--- src/verilog/bwt_job_pkg.sv ---
package bwt_job_pkg;

	// --------------------
	// job status codes
	// --------------------
	typedef enum logic [5:0] {
		F_INIT  = 6'h00, // first forward step, no interval yet
		F_RUN   = 6'h01,
		F_BREAK = 6'h02, // forward finished, result pending
		BCK_INI = 6'h04,
		BCK_RUN = 6'h05,
		BCK_END = 6'h06,
		BUBBLE  = 6'h30  // empty pipeline slot
	} job_status_e;

	// --------------------
	// query and read
	// --------------------
	localparam int unsigned READ_LEN  = 101;
	localparam int unsigned BASE_LAST = 3; // A C G T are 0..3, above is N

	typedef logic [6:0] pos_t;      // forward_i, min_intv, backward_x, ret
	typedef logic [7:0] base_t;
	typedef logic [9:0] read_num_t;

endpackage

--- src/verilog/bwt_mem_pkg.sv ---
package bwt_mem_pkg;

	// --------------------
	// interval and queue words
	// --------------------
	typedef logic [63:0]  sa_idx_t;
	typedef logic [6:0]   curr_ptr_t;
	typedef logic [255:0] curr_entry_t; // {info, x2, x1, x0}

	// --------------------
	// occurrence table lines
	// --------------------
	typedef logic [31:0] dram_addr_t;

	localparam int unsigned OCC_LINE_LSB  = 7;  // 128 entries per line
	localparam int unsigned OCC_LINE_MSB  = 34;
	localparam int unsigned ADDR_PAD_BITS = 4;

endpackage

--- src/verilog/fwd_entry_stage.sv ---
`timescale 1ns/1ps

module fwd_entry_stage (
	input  logic                     Clk_32UI,
	input  logic                     reset_BWT_extend,
	input  logic                     stall_i,
	input  bwt_job_pkg::job_status_e status_i,
	input  bwt_job_pkg::base_t       query_i,
	input  bwt_mem_pkg::curr_ptr_t   ptr_curr_i,
	input  bwt_job_pkg::read_num_t   read_num_i,
	input  bwt_mem_pkg::sa_idx_t     ik_x0_i, ik_x1_i, ik_x2_i, ik_info_i,
	input  bwt_job_pkg::pos_t        forward_i_i, min_intv_i, backward_x_i,
	input  bwt_mem_pkg::sa_idx_t     ok_x0_i [4],
	input  bwt_mem_pkg::sa_idx_t     ok_x1_i [4],
	input  bwt_mem_pkg::sa_idx_t     ok_x2_i [4],
	output bwt_job_pkg::job_status_e status_o,
	output bwt_job_pkg::base_t       query_o,
	output bwt_mem_pkg::curr_ptr_t   ptr_curr_o,
	output bwt_job_pkg::read_num_t   read_num_o,
	output bwt_mem_pkg::sa_idx_t     ik_x0_o, ik_x1_o, ik_x2_o, ik_info_o,
	output bwt_job_pkg::pos_t        forward_i_o, min_intv_o, backward_x_o,
	output bwt_mem_pkg::sa_idx_t     ok_x0_o [4],
	output bwt_mem_pkg::sa_idx_t     ok_x1_o [4],
	output bwt_mem_pkg::sa_idx_t     ok_x2_o [4]
);

	logic read_end; // whole read consumed

	assign read_end = (status_i == bwt_job_pkg::F_RUN) && (forward_i_i >= bwt_job_pkg::READ_LEN);

	always_ff @(posedge Clk_32UI) begin
		if (!reset_BWT_extend) begin
			status_o <= bwt_job_pkg::BUBBLE;
		end else if (!stall_i) begin
			if (read_end) begin
				status_o <= bwt_job_pkg::F_BREAK;
			end else begin
				status_o <= status_i;
			end
			query_o      <= query_i;
			ptr_curr_o   <= ptr_curr_i;
			read_num_o   <= read_num_i;
			ik_x0_o      <= ik_x0_i;
			ik_x1_o      <= ik_x1_i;
			ik_x2_o      <= ik_x2_i;
			ik_info_o    <= ik_info_i;
			forward_i_o  <= forward_i_i;
			min_intv_o   <= min_intv_i;
			backward_x_o <= backward_x_i;
			ok_x0_o      <= ok_x0_i; // candidates from the occ unit
			ok_x1_o      <= ok_x1_i;
			ok_x2_o      <= ok_x2_i;
		end
	end

endmodule

--- src/verilog/fwd_decide_stage.sv ---
`timescale 1ns/1ps

module fwd_decide_stage (
	input  logic                     Clk_32UI,
	input  logic                     reset_BWT_extend,
	input  logic                     stall_i,
	input  bwt_job_pkg::job_status_e status_i,
	input  bwt_job_pkg::base_t       query_i,
	input  bwt_mem_pkg::curr_ptr_t   ptr_curr_i,
	input  bwt_job_pkg::read_num_t   read_num_i,
	input  bwt_mem_pkg::sa_idx_t     ik_x0_i, ik_x1_i, ik_x2_i, ik_info_i,
	input  bwt_job_pkg::pos_t        forward_i_i, min_intv_i, backward_x_i,
	input  bwt_mem_pkg::sa_idx_t     ok_x0_i [4],
	input  bwt_mem_pkg::sa_idx_t     ok_x1_i [4],
	input  bwt_mem_pkg::sa_idx_t     ok_x2_i [4],
	output bwt_job_pkg::job_status_e status_o,
	output bwt_mem_pkg::curr_ptr_t   ptr_curr_o,
	output bwt_job_pkg::read_num_t   read_num_o,
	output bwt_mem_pkg::sa_idx_t     ik_x0_o, ik_x1_o, ik_x2_o, ik_info_o,
	output bwt_job_pkg::pos_t        forward_i_o, min_intv_o, backward_x_o,
	output bwt_mem_pkg::sa_idx_t     cand_x0_o, cand_x1_o, cand_x2_o,
	output logic                     update_ik_o,
	output logic                     advance_i_o,
	output logic                     curr_we_o,
	output bwt_mem_pkg::curr_ptr_t   curr_addr_o,
	output bwt_mem_pkg::curr_entry_t curr_data_o,
	output bwt_job_pkg::read_num_t   curr_read_num_o,
	output logic                     ret_valid_o,
	output bwt_job_pkg::pos_t        ret_o,
	output bwt_job_pkg::read_num_t   ret_read_num_o
);

	logic [1:0]               sel;       // candidate index
	logic                     ambiguous;
	logic                     push;      // old ik goes to the curr queue
	logic                     brk;
	logic                     step;      // interval taken, keep extending
	logic                     finish;
	bwt_mem_pkg::sa_idx_t     pick_x0, pick_x1, pick_x2;
	bwt_mem_pkg::curr_entry_t ik_entry;

	// --------------------
	// candidate and break decision
	// --------------------
	assign sel       = 2'd3 - query_i[1:0]; // complement base
	assign ambiguous = query_i > bwt_job_pkg::BASE_LAST;
	assign pick_x0   = ok_x0_i[sel];
	assign pick_x1   = ok_x1_i[sel];
	assign pick_x2   = ok_x2_i[sel];
	assign ik_entry  = {ik_info_i, ik_x2_i, ik_x1_i, ik_x0_i};
	assign finish    = status_i == bwt_job_pkg::F_BREAK;

	always_comb begin
		push = 1'b0;
		brk  = 1'b0;
		if (status_i == bwt_job_pkg::F_RUN) begin
			push = ambiguous || (pick_x2 != ik_x2_i); // interval shrinks
			brk  = ambiguous || (pick_x2 < min_intv_i);
		end else if (finish) begin
			push = forward_i_i == bwt_job_pkg::READ_LEN; // whole read matched
		end
	end

	assign step = (status_i == bwt_job_pkg::F_RUN) && push && !brk;

	// --------------------
	// registers
	// --------------------
	always_ff @(posedge Clk_32UI) begin
		if (!reset_BWT_extend) begin
			status_o        <= bwt_job_pkg::BUBBLE;
			update_ik_o     <= 1'b0;
			advance_i_o     <= 1'b0;
			curr_we_o       <= 1'b0;
			curr_addr_o     <= '0;
			curr_data_o     <= '0;
			curr_read_num_o <= '0;
			ret_valid_o     <= 1'b0;
			ret_o           <= '0;
			ret_read_num_o  <= '0;
		end else if (!stall_i) begin
			if (finish) begin
				status_o <= bwt_job_pkg::BCK_INI; // hand over to backward phase
			end else if (status_i == bwt_job_pkg::F_RUN && push && brk) begin
				status_o <= bwt_job_pkg::F_BREAK;
			end else begin
				status_o <= status_i;
			end
			update_ik_o     <= step;
			advance_i_o     <= step;
			curr_we_o       <= push;
			curr_addr_o     <= push ? ptr_curr_i : '0;
			curr_data_o     <= push ? ik_entry : '0;
			curr_read_num_o <= push ? read_num_i : '0;
			ptr_curr_o      <= push ? ptr_curr_i + 1'b1 : ptr_curr_i;
			ret_valid_o     <= finish;
			ret_o           <= finish ? ik_info_i[6:0] : '0; // info holds the end position
			ret_read_num_o  <= finish ? read_num_i : '0;
			cand_x0_o       <= pick_x0;
			cand_x1_o       <= pick_x1;
			cand_x2_o       <= pick_x2;
			read_num_o      <= read_num_i;
			ik_x0_o         <= ik_x0_i;
			ik_x1_o         <= ik_x1_i;
			ik_x2_o         <= ik_x2_i;
			ik_info_o       <= ik_info_i;
			forward_i_o     <= forward_i_i;
			min_intv_o      <= min_intv_i;
			backward_x_o    <= backward_x_i;
		end
	end

endmodule

--- src/verilog/fwd_update_stage.sv ---
`timescale 1ns/1ps

module fwd_update_stage (
	input  logic                     Clk_32UI,
	input  logic                     reset_BWT_extend,
	input  logic                     stall_i,
	input  bwt_job_pkg::job_status_e status_i,
	input  bwt_mem_pkg::curr_ptr_t   ptr_curr_i,
	input  bwt_job_pkg::read_num_t   read_num_i,
	input  bwt_mem_pkg::sa_idx_t     ik_x0_i, ik_x1_i, ik_x2_i, ik_info_i,
	input  bwt_job_pkg::pos_t        forward_i_i, min_intv_i, backward_x_i,
	input  bwt_mem_pkg::sa_idx_t     cand_x0_i, cand_x1_i, cand_x2_i,
	input  logic                     update_ik_i,
	input  logic                     advance_i_i,
	output bwt_job_pkg::job_status_e status_o,
	output bwt_mem_pkg::curr_ptr_t   ptr_curr_o,
	output bwt_job_pkg::read_num_t   read_num_o,
	output bwt_mem_pkg::sa_idx_t     ik_x0_o, ik_x1_o, ik_x2_o, ik_info_o,
	output bwt_job_pkg::pos_t        forward_i_o, min_intv_o, backward_x_o,
	output bwt_mem_pkg::sa_idx_t     k_pre_o, l_pre_o,
	output bwt_mem_pkg::sa_idx_t     k_pre_m1_o, l_pre_m1_o
);

	logic                 take;
	bwt_mem_pkg::sa_idx_t nxt_x0, nxt_x1, nxt_x2, nxt_info;
	bwt_mem_pkg::sa_idx_t k_pre, l_pre;

	// --------------------
	// next interval
	// --------------------
	assign take     = (status_i == bwt_job_pkg::F_RUN) && update_ik_i;
	assign nxt_x0   = take ? cand_x0_i : ik_x0_i;
	assign nxt_x1   = take ? cand_x1_i : ik_x1_i;
	assign nxt_x2   = take ? cand_x2_i : ik_x2_i;
	assign nxt_info = take ? bwt_mem_pkg::sa_idx_t'(forward_i_i) + 64'd1 : ik_info_i;

	assign k_pre = nxt_x1 - 64'd1;  // occ rows are one below x1
	assign l_pre = k_pre + nxt_x2;

	always_ff @(posedge Clk_32UI) begin
		if (!reset_BWT_extend) begin
			status_o <= bwt_job_pkg::BUBBLE;
		end else if (!stall_i) begin
			status_o     <= status_i;
			ptr_curr_o   <= ptr_curr_i;
			read_num_o   <= read_num_i;
			ik_x0_o      <= nxt_x0;
			ik_x1_o      <= nxt_x1;
			ik_x2_o      <= nxt_x2;
			ik_info_o    <= nxt_info;
			forward_i_o  <= advance_i_i ? forward_i_i + 1'b1 : forward_i_i; // i++
			min_intv_o   <= min_intv_i;
			backward_x_o <= backward_x_i;
			k_pre_o      <= k_pre;
			l_pre_o      <= l_pre;
			k_pre_m1_o   <= k_pre - 64'd1; // ready in case primary is crossed
			l_pre_m1_o   <= l_pre - 64'd1;
		end
	end

endmodule

--- src/verilog/occ_request_stage.sv ---
`timescale 1ns/1ps

module occ_request_stage (
	input  logic                     Clk_32UI,
	input  logic                     reset_BWT_extend,
	input  logic                     stall_i,
	input  bwt_mem_pkg::sa_idx_t     primary_i,
	input  bwt_job_pkg::job_status_e status_i,
	input  bwt_mem_pkg::curr_ptr_t   ptr_curr_i,
	input  bwt_job_pkg::read_num_t   read_num_i,
	input  bwt_mem_pkg::sa_idx_t     ik_x0_i, ik_x1_i, ik_x2_i, ik_info_i,
	input  bwt_job_pkg::pos_t        forward_i_i, min_intv_i, backward_x_i,
	input  bwt_mem_pkg::sa_idx_t     k_pre_i, l_pre_i,
	input  bwt_mem_pkg::sa_idx_t     k_pre_m1_i, l_pre_m1_i,
	output logic                     dram_valid_o,
	output bwt_mem_pkg::dram_addr_t  addr_k_o, addr_l_o,
	output bwt_job_pkg::job_status_e status_o,
	output bwt_mem_pkg::curr_ptr_t   ptr_curr_o,
	output bwt_job_pkg::read_num_t   read_num_o,
	output bwt_mem_pkg::sa_idx_t     ik_x0_o, ik_x1_o, ik_x2_o, ik_info_o,
	output bwt_job_pkg::pos_t        forward_i_o, min_intv_o, backward_x_o,
	output bwt_job_pkg::pos_t        next_query_position_o
);

	logic                    fwd_req; // forward job needs occ lines
	bwt_mem_pkg::sa_idx_t    k_fix, l_fix;
	bwt_mem_pkg::dram_addr_t line_k, line_l;

	// primary row is absent from the occ table
	assign k_fix   = (k_pre_i >= primary_i) ? k_pre_m1_i : k_pre_i;
	assign l_fix   = (l_pre_i >= primary_i) ? l_pre_m1_i : l_pre_i;
	assign line_k  = {k_fix[bwt_mem_pkg::OCC_LINE_MSB:bwt_mem_pkg::OCC_LINE_LSB],
		{bwt_mem_pkg::ADDR_PAD_BITS{1'b0}}};
	assign line_l  = {l_fix[bwt_mem_pkg::OCC_LINE_MSB:bwt_mem_pkg::OCC_LINE_LSB],
		{bwt_mem_pkg::ADDR_PAD_BITS{1'b0}}};
	assign fwd_req = (status_i == bwt_job_pkg::F_INIT) || (status_i == bwt_job_pkg::F_RUN);

	always_ff @(posedge Clk_32UI) begin
		if (!reset_BWT_extend) begin
			status_o     <= bwt_job_pkg::BUBBLE;
			dram_valid_o <= 1'b0;
			addr_k_o     <= '0;
			addr_l_o     <= '0;
		end else if (!stall_i) begin
			dram_valid_o <= fwd_req;
			addr_k_o     <= fwd_req ? line_k : '0;
			addr_l_o     <= fwd_req ? line_l : '0;
			if (status_i == bwt_job_pkg::F_INIT) begin
				status_o <= bwt_job_pkg::F_RUN; // first request issued
			end else begin
				status_o <= status_i;
			end
			ptr_curr_o            <= ptr_curr_i;
			read_num_o            <= read_num_i;
			ik_x0_o               <= ik_x0_i;
			ik_x1_o               <= ik_x1_i;
			ik_x2_o               <= ik_x2_i;
			ik_info_o             <= ik_info_i;
			forward_i_o           <= forward_i_i;
			min_intv_o            <= min_intv_i;
			backward_x_o          <= backward_x_i;
			next_query_position_o <= forward_i_i;
		end
	end

endmodule

--- src/verilog/fwd_ext_datapath.sv ---
`timescale 1ns/1ps

module fwd_ext_datapath (
	input  logic                     Clk_32UI,
	input  logic                     reset_BWT_extend,
	input  logic                     stall_i,
	input  bwt_mem_pkg::sa_idx_t     primary_i,
	input  bwt_job_pkg::job_status_e status_i,
	input  bwt_job_pkg::base_t       query_i,
	input  bwt_mem_pkg::curr_ptr_t   ptr_curr_i,
	input  bwt_job_pkg::read_num_t   read_num_i,
	input  bwt_mem_pkg::sa_idx_t     ik_x0_i, ik_x1_i, ik_x2_i, ik_info_i,
	input  bwt_job_pkg::pos_t        forward_i_i, min_intv_i, backward_x_i,
	input  bwt_mem_pkg::sa_idx_t     ok_x0_i [4],
	input  bwt_mem_pkg::sa_idx_t     ok_x1_i [4],
	input  bwt_mem_pkg::sa_idx_t     ok_x2_i [4],
	output logic                     dram_valid_o,
	output bwt_mem_pkg::dram_addr_t  addr_k_o, addr_l_o,
	output bwt_job_pkg::job_status_e status_o,
	output bwt_mem_pkg::curr_ptr_t   ptr_curr_o,
	output bwt_job_pkg::read_num_t   read_num_o,
	output bwt_mem_pkg::sa_idx_t     ik_x0_o, ik_x1_o, ik_x2_o, ik_info_o,
	output bwt_job_pkg::pos_t        forward_i_o, min_intv_o, backward_x_o,
	output bwt_job_pkg::pos_t        next_query_position_o,
	output logic                     curr_we_o,
	output bwt_mem_pkg::curr_ptr_t   curr_addr_o,
	output bwt_mem_pkg::curr_entry_t curr_data_o,
	output bwt_job_pkg::read_num_t   curr_read_num_o,
	output logic                     ret_valid_o,
	output bwt_job_pkg::pos_t        ret_o,
	output bwt_job_pkg::read_num_t   ret_read_num_o
);

	// --------------------
	// stage 1 to 3 job fields
	// --------------------
	bwt_job_pkg::job_status_e status_s1, status_s2, status_s3;
	bwt_job_pkg::base_t       query_s1;
	bwt_mem_pkg::curr_ptr_t   ptr_curr_s1, ptr_curr_s2, ptr_curr_s3;
	bwt_job_pkg::read_num_t   read_num_s1, read_num_s2, read_num_s3;
	bwt_mem_pkg::sa_idx_t     ik_x0_s1, ik_x1_s1, ik_x2_s1, ik_info_s1;
	bwt_mem_pkg::sa_idx_t     ik_x0_s2, ik_x1_s2, ik_x2_s2, ik_info_s2;
	bwt_mem_pkg::sa_idx_t     ik_x0_s3, ik_x1_s3, ik_x2_s3, ik_info_s3;
	bwt_job_pkg::pos_t        forward_i_s1, min_intv_s1, backward_x_s1;
	bwt_job_pkg::pos_t        forward_i_s2, min_intv_s2, backward_x_s2;
	bwt_job_pkg::pos_t        forward_i_s3, min_intv_s3, backward_x_s3;
	bwt_mem_pkg::sa_idx_t     ok_x0_s1 [4];
	bwt_mem_pkg::sa_idx_t     ok_x1_s1 [4];
	bwt_mem_pkg::sa_idx_t     ok_x2_s1 [4];
	bwt_mem_pkg::sa_idx_t     cand_x0_s2, cand_x1_s2, cand_x2_s2;
	logic                     update_ik_s2, advance_i_s2;
	bwt_mem_pkg::sa_idx_t     k_pre_s3, l_pre_s3, k_pre_m1_s3, l_pre_m1_s3;

	fwd_entry_stage u_entry (
		.Clk_32UI(Clk_32UI), .reset_BWT_extend(reset_BWT_extend), .stall_i(stall_i),
		.status_i(status_i), .query_i(query_i), .ptr_curr_i(ptr_curr_i),
		.read_num_i(read_num_i), .ik_x0_i(ik_x0_i), .ik_x1_i(ik_x1_i),
		.ik_x2_i(ik_x2_i), .ik_info_i(ik_info_i), .forward_i_i(forward_i_i),
		.min_intv_i(min_intv_i), .backward_x_i(backward_x_i),
		.ok_x0_i(ok_x0_i), .ok_x1_i(ok_x1_i), .ok_x2_i(ok_x2_i),
		.status_o(status_s1), .query_o(query_s1), .ptr_curr_o(ptr_curr_s1),
		.read_num_o(read_num_s1), .ik_x0_o(ik_x0_s1), .ik_x1_o(ik_x1_s1),
		.ik_x2_o(ik_x2_s1), .ik_info_o(ik_info_s1), .forward_i_o(forward_i_s1),
		.min_intv_o(min_intv_s1), .backward_x_o(backward_x_s1),
		.ok_x0_o(ok_x0_s1), .ok_x1_o(ok_x1_s1), .ok_x2_o(ok_x2_s1)
	);

	fwd_decide_stage u_decide (
		.Clk_32UI(Clk_32UI), .reset_BWT_extend(reset_BWT_extend), .stall_i(stall_i),
		.status_i(status_s1), .query_i(query_s1), .ptr_curr_i(ptr_curr_s1),
		.read_num_i(read_num_s1), .ik_x0_i(ik_x0_s1), .ik_x1_i(ik_x1_s1),
		.ik_x2_i(ik_x2_s1), .ik_info_i(ik_info_s1), .forward_i_i(forward_i_s1),
		.min_intv_i(min_intv_s1), .backward_x_i(backward_x_s1),
		.ok_x0_i(ok_x0_s1), .ok_x1_i(ok_x1_s1), .ok_x2_i(ok_x2_s1),
		.status_o(status_s2), .ptr_curr_o(ptr_curr_s2), .read_num_o(read_num_s2),
		.ik_x0_o(ik_x0_s2), .ik_x1_o(ik_x1_s2), .ik_x2_o(ik_x2_s2),
		.ik_info_o(ik_info_s2), .forward_i_o(forward_i_s2), .min_intv_o(min_intv_s2),
		.backward_x_o(backward_x_s2), .cand_x0_o(cand_x0_s2), .cand_x1_o(cand_x1_s2),
		.cand_x2_o(cand_x2_s2), .update_ik_o(update_ik_s2), .advance_i_o(advance_i_s2),
		.curr_we_o(curr_we_o), .curr_addr_o(curr_addr_o), .curr_data_o(curr_data_o),
		.curr_read_num_o(curr_read_num_o), .ret_valid_o(ret_valid_o), .ret_o(ret_o),
		.ret_read_num_o(ret_read_num_o)
	);

	fwd_update_stage u_update (
		.Clk_32UI(Clk_32UI), .reset_BWT_extend(reset_BWT_extend), .stall_i(stall_i),
		.status_i(status_s2), .ptr_curr_i(ptr_curr_s2), .read_num_i(read_num_s2),
		.ik_x0_i(ik_x0_s2), .ik_x1_i(ik_x1_s2), .ik_x2_i(ik_x2_s2),
		.ik_info_i(ik_info_s2), .forward_i_i(forward_i_s2), .min_intv_i(min_intv_s2),
		.backward_x_i(backward_x_s2), .cand_x0_i(cand_x0_s2), .cand_x1_i(cand_x1_s2),
		.cand_x2_i(cand_x2_s2), .update_ik_i(update_ik_s2), .advance_i_i(advance_i_s2),
		.status_o(status_s3), .ptr_curr_o(ptr_curr_s3), .read_num_o(read_num_s3),
		.ik_x0_o(ik_x0_s3), .ik_x1_o(ik_x1_s3), .ik_x2_o(ik_x2_s3),
		.ik_info_o(ik_info_s3), .forward_i_o(forward_i_s3), .min_intv_o(min_intv_s3),
		.backward_x_o(backward_x_s3), .k_pre_o(k_pre_s3), .l_pre_o(l_pre_s3),
		.k_pre_m1_o(k_pre_m1_s3), .l_pre_m1_o(l_pre_m1_s3)
	);

	occ_request_stage u_request (
		.Clk_32UI(Clk_32UI), .reset_BWT_extend(reset_BWT_extend), .stall_i(stall_i),
		.primary_i(primary_i), .status_i(status_s3), .ptr_curr_i(ptr_curr_s3),
		.read_num_i(read_num_s3), .ik_x0_i(ik_x0_s3), .ik_x1_i(ik_x1_s3),
		.ik_x2_i(ik_x2_s3), .ik_info_i(ik_info_s3), .forward_i_i(forward_i_s3),
		.min_intv_i(min_intv_s3), .backward_x_i(backward_x_s3),
		.k_pre_i(k_pre_s3), .l_pre_i(l_pre_s3),
		.k_pre_m1_i(k_pre_m1_s3), .l_pre_m1_i(l_pre_m1_s3),
		.dram_valid_o(dram_valid_o), .addr_k_o(addr_k_o), .addr_l_o(addr_l_o),
		.status_o(status_o), .ptr_curr_o(ptr_curr_o), .read_num_o(read_num_o),
		.ik_x0_o(ik_x0_o), .ik_x1_o(ik_x1_o), .ik_x2_o(ik_x2_o), .ik_info_o(ik_info_o),
		.forward_i_o(forward_i_o), .min_intv_o(min_intv_o), .backward_x_o(backward_x_o),
		.next_query_position_o(next_query_position_o)
	);

endmodule

--- config.mk ---
export PLATFORM = sky130hd
export DESIGN_NAME = fwd_ext_datapath
export DESIGN_NICKNAME = d
export VERILOG_FILES = /design/src/verilog/bwt_job_pkg.sv /design/src/verilog/bwt_mem_pkg.sv /design/src/verilog/fwd_entry_stage.sv /design/src/verilog/fwd_decide_stage.sv /design/src/verilog/fwd_update_stage.sv /design/src/verilog/occ_request_stage.sv /design/src/verilog/fwd_ext_datapath.sv
export SDC_FILE = /design/constraint.sdc
export NUM_CORES = 2
export LEC_CHECK = 0
export ABC_AREA = 1
export ABC_CLOCK_PERIOD_IN_PS = 101200
export BUFFER_PORTS_ARGS = -buffer_cell sky130_fd_sc_hd__clkbuf_2
export CELL_PAD_IN_SITES_DETAIL_PLACEMENT = 1
export CELL_PAD_IN_SITES_GLOBAL_PLACEMENT = 2
export CORE_AREA = 2 2 699 701
export CTS_CLUSTER_DIAMETER = 80
export DETAILED_ROUTE_END_ITERATION = 6
export DIE_AREA = 0 0 701 703
export HOLD_SLACK_MARGIN = 0.08
export MAX_ROUTING_LAYER = met4
export PLACE_DENSITY_LB_ADDON = 0.25
export SYNTH_ARGS = -nofsm -noshare
export SYNTH_HDL_FRONTEND = slang
export SYNTH_SLANG_ARGS = --single-unit
--- constraint.sdc ---
create_clock -name Clk_32UI -period 101.2 [get_ports Clk_32UI]
set_clock_uncertainty 0.15 [all_clocks]
set_input_delay 5.06 -clock Clk_32UI [delete_from_list [all_inputs] [get_ports Clk_32UI]]
set_output_delay 5.06 -clock Clk_32UI [all_outputs]
set_load 0.005 [all_outputs]
Word-level counts from Yosys, hierarchy flattened
Cells that the tools add are included.
Cells by class
  $add $sub $neg: 8
  reductions and logical operators: 11
  bitwise logic cells: 2
  equality and inequality tests: 7
  muxes and demuxes: 31
  $lt $le $gt $ge: 6
Operators by type and width (number)
  64-bit two-way mux: 10
  64-bit binary-select mux with 2-bit select: 3
  256-bit two-way mux: 1
  64-bit >= comparator: 2
  35-bit two-way mux: 2
  35-bit by 1-bit subtractor with 35-bit output (second input constant): 2
  64-bit adder: 1
  64-bit by 7-bit less-than comparator with 1-bit output: 1
  32-bit two-way mux: 2
  64-bit inequality test: 1
  64-bit by 1-bit subtractor with 64-bit output (second input constant): 1
  7-bit two-way mux: 4
  6-bit by 1-bit == test with 1-bit output (second input constant): 4
  6-bit two-way mux: 4
  10-bit two-way mux: 2
  7-bit by 1-bit adder with 7-bit output (second input constant): 2
  7-bit by 1-bit adder with 8-bit output (second input constant): 1
  8-bit by 2-bit greater-than comparator with 1-bit output (second input constant): 1
  7-bit == test (second input constant): 1
  7-bit >= comparator (second input constant): 1
  6-bit by 2-bit == test with 1-bit output (second input constant): 1
  6-bit logical NOT: 1
  1-bit logical AND: 5
  3-bit >= comparator (second input constant): 1
  7 further kinds: 11
Storage, ports and cells
  output and inout bits: 664
  bits in registers: 2724
  input bits: 1143

Depth between registers and ports, before layout
  depth in word-level cells: 12
  depth in mapped cells: 34

Modules after synthesis
From an unflattened synthesis, not the netlist that was laid out.
Unflattened totals
  cells, all modules: 10717
  area, all modules: 116285.3 sq um
By module, submodules not included
  fwd_decide_stage: instances 1, cells an instance 3984, area an instance 34779.6 sq um
  fwd_update_stage: instances 1, cells an instance 4285, area an instance 33553.4 sq um
  fwd_entry_stage: instances 1, cells an instance 1110, area an instance 32392.3 sq um
  occ_request_stage: instances 1, cells an instance 1338, area an instance 15559.9 sq um

Least setup slack after synthesis
No wires, ideal clock.
  path type: input -> register
  start: input reset_BWT_extend
  end: register u_decide.status_o[4]
  path buffers: 2
  stages: 5
  data arrival time: 69471 ps
  setup slack: 28556 ps
  cell sequence: inv_1 clkbuf_1 nor2_1 clkbuf_1 a22oi_1
RTL lines
  start: declaration: RTL line fwd_ext_datapath.sv:5  | input logic reset_BWT_extend,
  end signal: assignment: RTL line fwd_decide_stage.sv:71  | status_o <= bwt_job_pkg::BUBBLE;
  end signal: assignment: RTL line fwd_decide_stage.sv:83  | status_o <= bwt_job_pkg::BCK_INI;
  end signal: assignment: RTL line fwd_decide_stage.sv:85  | status_o <= bwt_job_pkg::F_BREAK;
  end: declaration: RTL line fwd_decide_stage.sv:16  | output bwt_job_pkg::job_status_e status_o,

Worst setup path in the final report
  start: input reset_BWT_extend
  end: register u_update.ik_x0_o[4], enable pin
Between the ends
  longest elaborated chain between the ends: 1
Ends and longest elaborated chain
  2-bit AND reduction (no source line)
  end signal: assignment: RTL line fwd_update_stage.sv:47  | ik_x0_o <= nxt_x0;
  end: declaration: RTL line fwd_update_stage.sv:18  | output bwt_mem_pkg::sa_idx_t ik_x0_o, ik_x1_o, ik_x2_o, ik_info_o,
No other way between the ends.
A chain may end at the register's enable or synchronous reset.

==> reports/metrics.cfg <==
[status]
outcome = completed

[routing]
drt_wl_total_um = 496000
viasPerCell = 4.30
vias = 74200
wl_per_cell_um = 28.7
ant_nets = 0
drc = 0
dr.pass1.iters = 6
first_iter_violations = 5972

[worst_setup_path]
worstPathRequired_ns = 101.58
worstPathArrival_ns = 11.24
crit_path_start_kind = primary input
cp-end-kind = register
crit_path_max_fanout = 160
crit_type = primary input to register

[clocking]
clk_pin_slew_ns = 0.06
cts.sinks = 2702
cts_setup_buffers = 0
cts_tree = yes
cts_buffers = 335
ctsResizeCount = 0
clockBufferDepth = 4
htree_levels = 5
cts-root-buf = clkbuf_16
clk_latency_ns = 0.99
cts_hold_buf = 0

[timing]
setup_viol = 0
period_needed_ns = 10.85
period_share = 0.107
relSlewSlack = 0.155
tightest_slew_ns = 1.25
report.final.slew_viol_count = 0
hold_viol_final = 0
fin_tns_setup_ns = 0
max_freq_ghz = 0.0922
rsz0062_at_grt = no

[power]
switching_power_uw = 658
p_clk_frac = 0.452
combPwrFrac = 0.066
internal_power_uw = 2020
switching_share = 0.246
p_leak_uw = 0.0519
p_seq_frac = 0.482
peakVddDrop_v = 0.0000137
power.density_nw_per_um2 = 20.2

[global_routing]
grt_pass1_wl_um = 655000
grt_max_degree = 195
grt_pass1_vias = 75800
antenna_found_initial = 214
grt-ovfl-total = 0
track_usage = 0.199

[final_layout]
final_cell_mix = 2328 x edfxtp_1, 2244 x nand2_1, 1797 x clkbuf_2
stdcell_area_um2 = 133000
syn_to_final_growth_pct = 26.4
drive_gt1_frac = 0.231
layout_commonest_cell = edfxtp_1
nNetsFinal = 11800
fillerInstances = 54100

[floorplanning]
start_util = 0.217
io_pins = 1807
dieArea_um2 = 493000
fp.dieW_um = 701
fp.dieH_um = 703
coreArea_um2 = 485000
row_count = 256

[synthesis]
syn_area_um2 = 105000
synth_cell_types = 61
yosysTopAreaCell = edfxtp_1
synth.area.top_cells = edfxtp_1 66%, nand2_1 8.0%, dfxtp_1 7.1%
avgSynthCellArea_um2 = 12.3
synth_top_area_frac = 0.665
synthCells = 8561
ys_seq_area_frac = 0.736
synth-main-ff-cell = edfxtp_1
synthArstFlopShare = 0
synth-seq-cells = 2702
synth_edf_count = 2328
synth_warnings = 0

[run]
drv_cap = 0

[hold_path]
hold_path.class = register to register

[placement]
dpl-instance-area_um2 = 122000
place_congestion = 0.888
port_buffers = 1798
place_hpwl_um = 391000

[sequential cells by signal, summed over array words and instances, names as in the netlist, 256 cells and up]
register and cells:
u_decide.curr_data_o 256, u_entry.ok_x0_o 256, u_entry.ok_x1_o 256, u_entry.ok_x2_o 256
[power groups by stage]
stage	Sequential (µW)	Clock [µW]	Combinational, µW
global placement	1310	0	178
CTS	1290	1250	181
finish	1290	1210	177
global route	1300	1290	193
floorplan	1430	0	81.7
detailed placement	1320	0	180
[cells in the mapped netlist, types with 50 or more instances]
| library cell | number |
|---|---|
| clkbuf_1 | 231 |
| edfxtp_1 | 2328 |
| o22ai_1 | 134 |
| o21ai_0 | 618 |
| xor2_1 | 97 |
| nand4_1 | 77 |
| nor2_1 | 664 |
| ha_1 | 202 |
| nand2_1 | 2244 |
| nor3_1 | 53 |
| o21ai_1 | 59 |
| nand3_1 | 299 |
| dfxtp_1 | 374 |
| inv_1 | 605 |
| a21oi_1 | 163 |
| xnor2_1 | 50 |
[path summary, 6_finish.rpt]
check | startpoint | end | slack, ns | cells after the start
worst max register to register | u_decide.update_ik_o$_SDFFE_PN0N_ | u_update.l_pre_m1_o[34]$_DFFE_PP_ | 93.02 | 31
worst min-delay path | u_update.ik_x2_o[22]$_DFFE_PP_ | u_request.ik_x2_o[22]$_DFFE_PP_ | 0.19 | 0
worst min register to register | u_update.ik_x2_o[22]$_DFFE_PP_ | u_request.ik_x2_o[22]$_DFFE_PP_ | 0.19 | 0
worst max-delay path | reset_BWT_extend | u_update.ik_x0_o[4]$_DFFE_PP_ | 90.35 | 9
[per-layer routing]
layer | up-vias | wire, µm | global-route usage
met4 | 0 | 14300 | 0.0484
met5 | - | 0 | -
met3 | 692 | 27100 | 0.0381
met2 | 2302 | 248000 | 0.341
met1 | 37600 | 207000 | 0.240
li1 | 33600 | - | -
[area by class of cell]
cell class | instances | area, µm² | share of cell area
multi-input combinational | 4919 | 24000 | 0.181
sequential | 2702 | 77400 | 0.582
inverter | 616 | 2340 | 0.0176
clock inverter | 154 | 1710 | 0.0129
antenna | 78 | 195 | 0.00147
tap | 6450 | 8070 | 0.0607
clock buffer | 466 | 9440 | 0.0710
timing repair buffer | 1883 | 9770 | 0.0735
[kinds of logic (layout without fill, tap and decap cells)]
| kind of cell | count (synthesis) | count (layout) | synth area share |
|---|---|---|---|
| XOR/XNOR | 149 | 149 | 0.0126 |
| AO/OA/AOI/OAI | 1093 | 1093 | 0.0565 |
| AND/OR/NAND/NOR | 3463 | 3463 | 0.134 |
| multiplexers | 3 | 3 | 0.000321 |
| flip-flops | 2702 | 2702 | 0.736 |
| buffers and inverters | 947 | 3119 | 0.0367 |
| adder cells (fa/ha/maj) | 203 | 203 | 0.0242 |
| other | 1 | 86 | 0.0000357 |
[through the flow]
| step | total power (µW) | instances | hold WS, ns | utilization | worst slack (ns) |
|---|---|---|---|---|---|
| finish | 2680 | 17300 | 0.186 | 0.274 | 90.35 |
| global route | 2770 | 17200 | 0.197 | 0.274 | 89.90 |
| CTS | 2720 | 17200 | 0.185 | 0.274 | 90.30 |
| detailed placement | 1500 | 16600 | 0.255 | 0.251 | 89.23 |
| global placement | 1490 | 16600 | 0.251 | 0.251 | 89.48 |
| floorplan | 1510 | 8568 | 0.250 | - | 28.56 |
[critical path, cell delays in order]
cell	delay, ns
buf_8	0.31
inv_1	0.33
nor2_4	0.54
buf_4	0.68
buf_12	0.77
buf_4	0.81
buf_4	0.82
buf_4	0.71
buf_4	0.90
No activity file was read; power rests on OpenSTA's default activity.
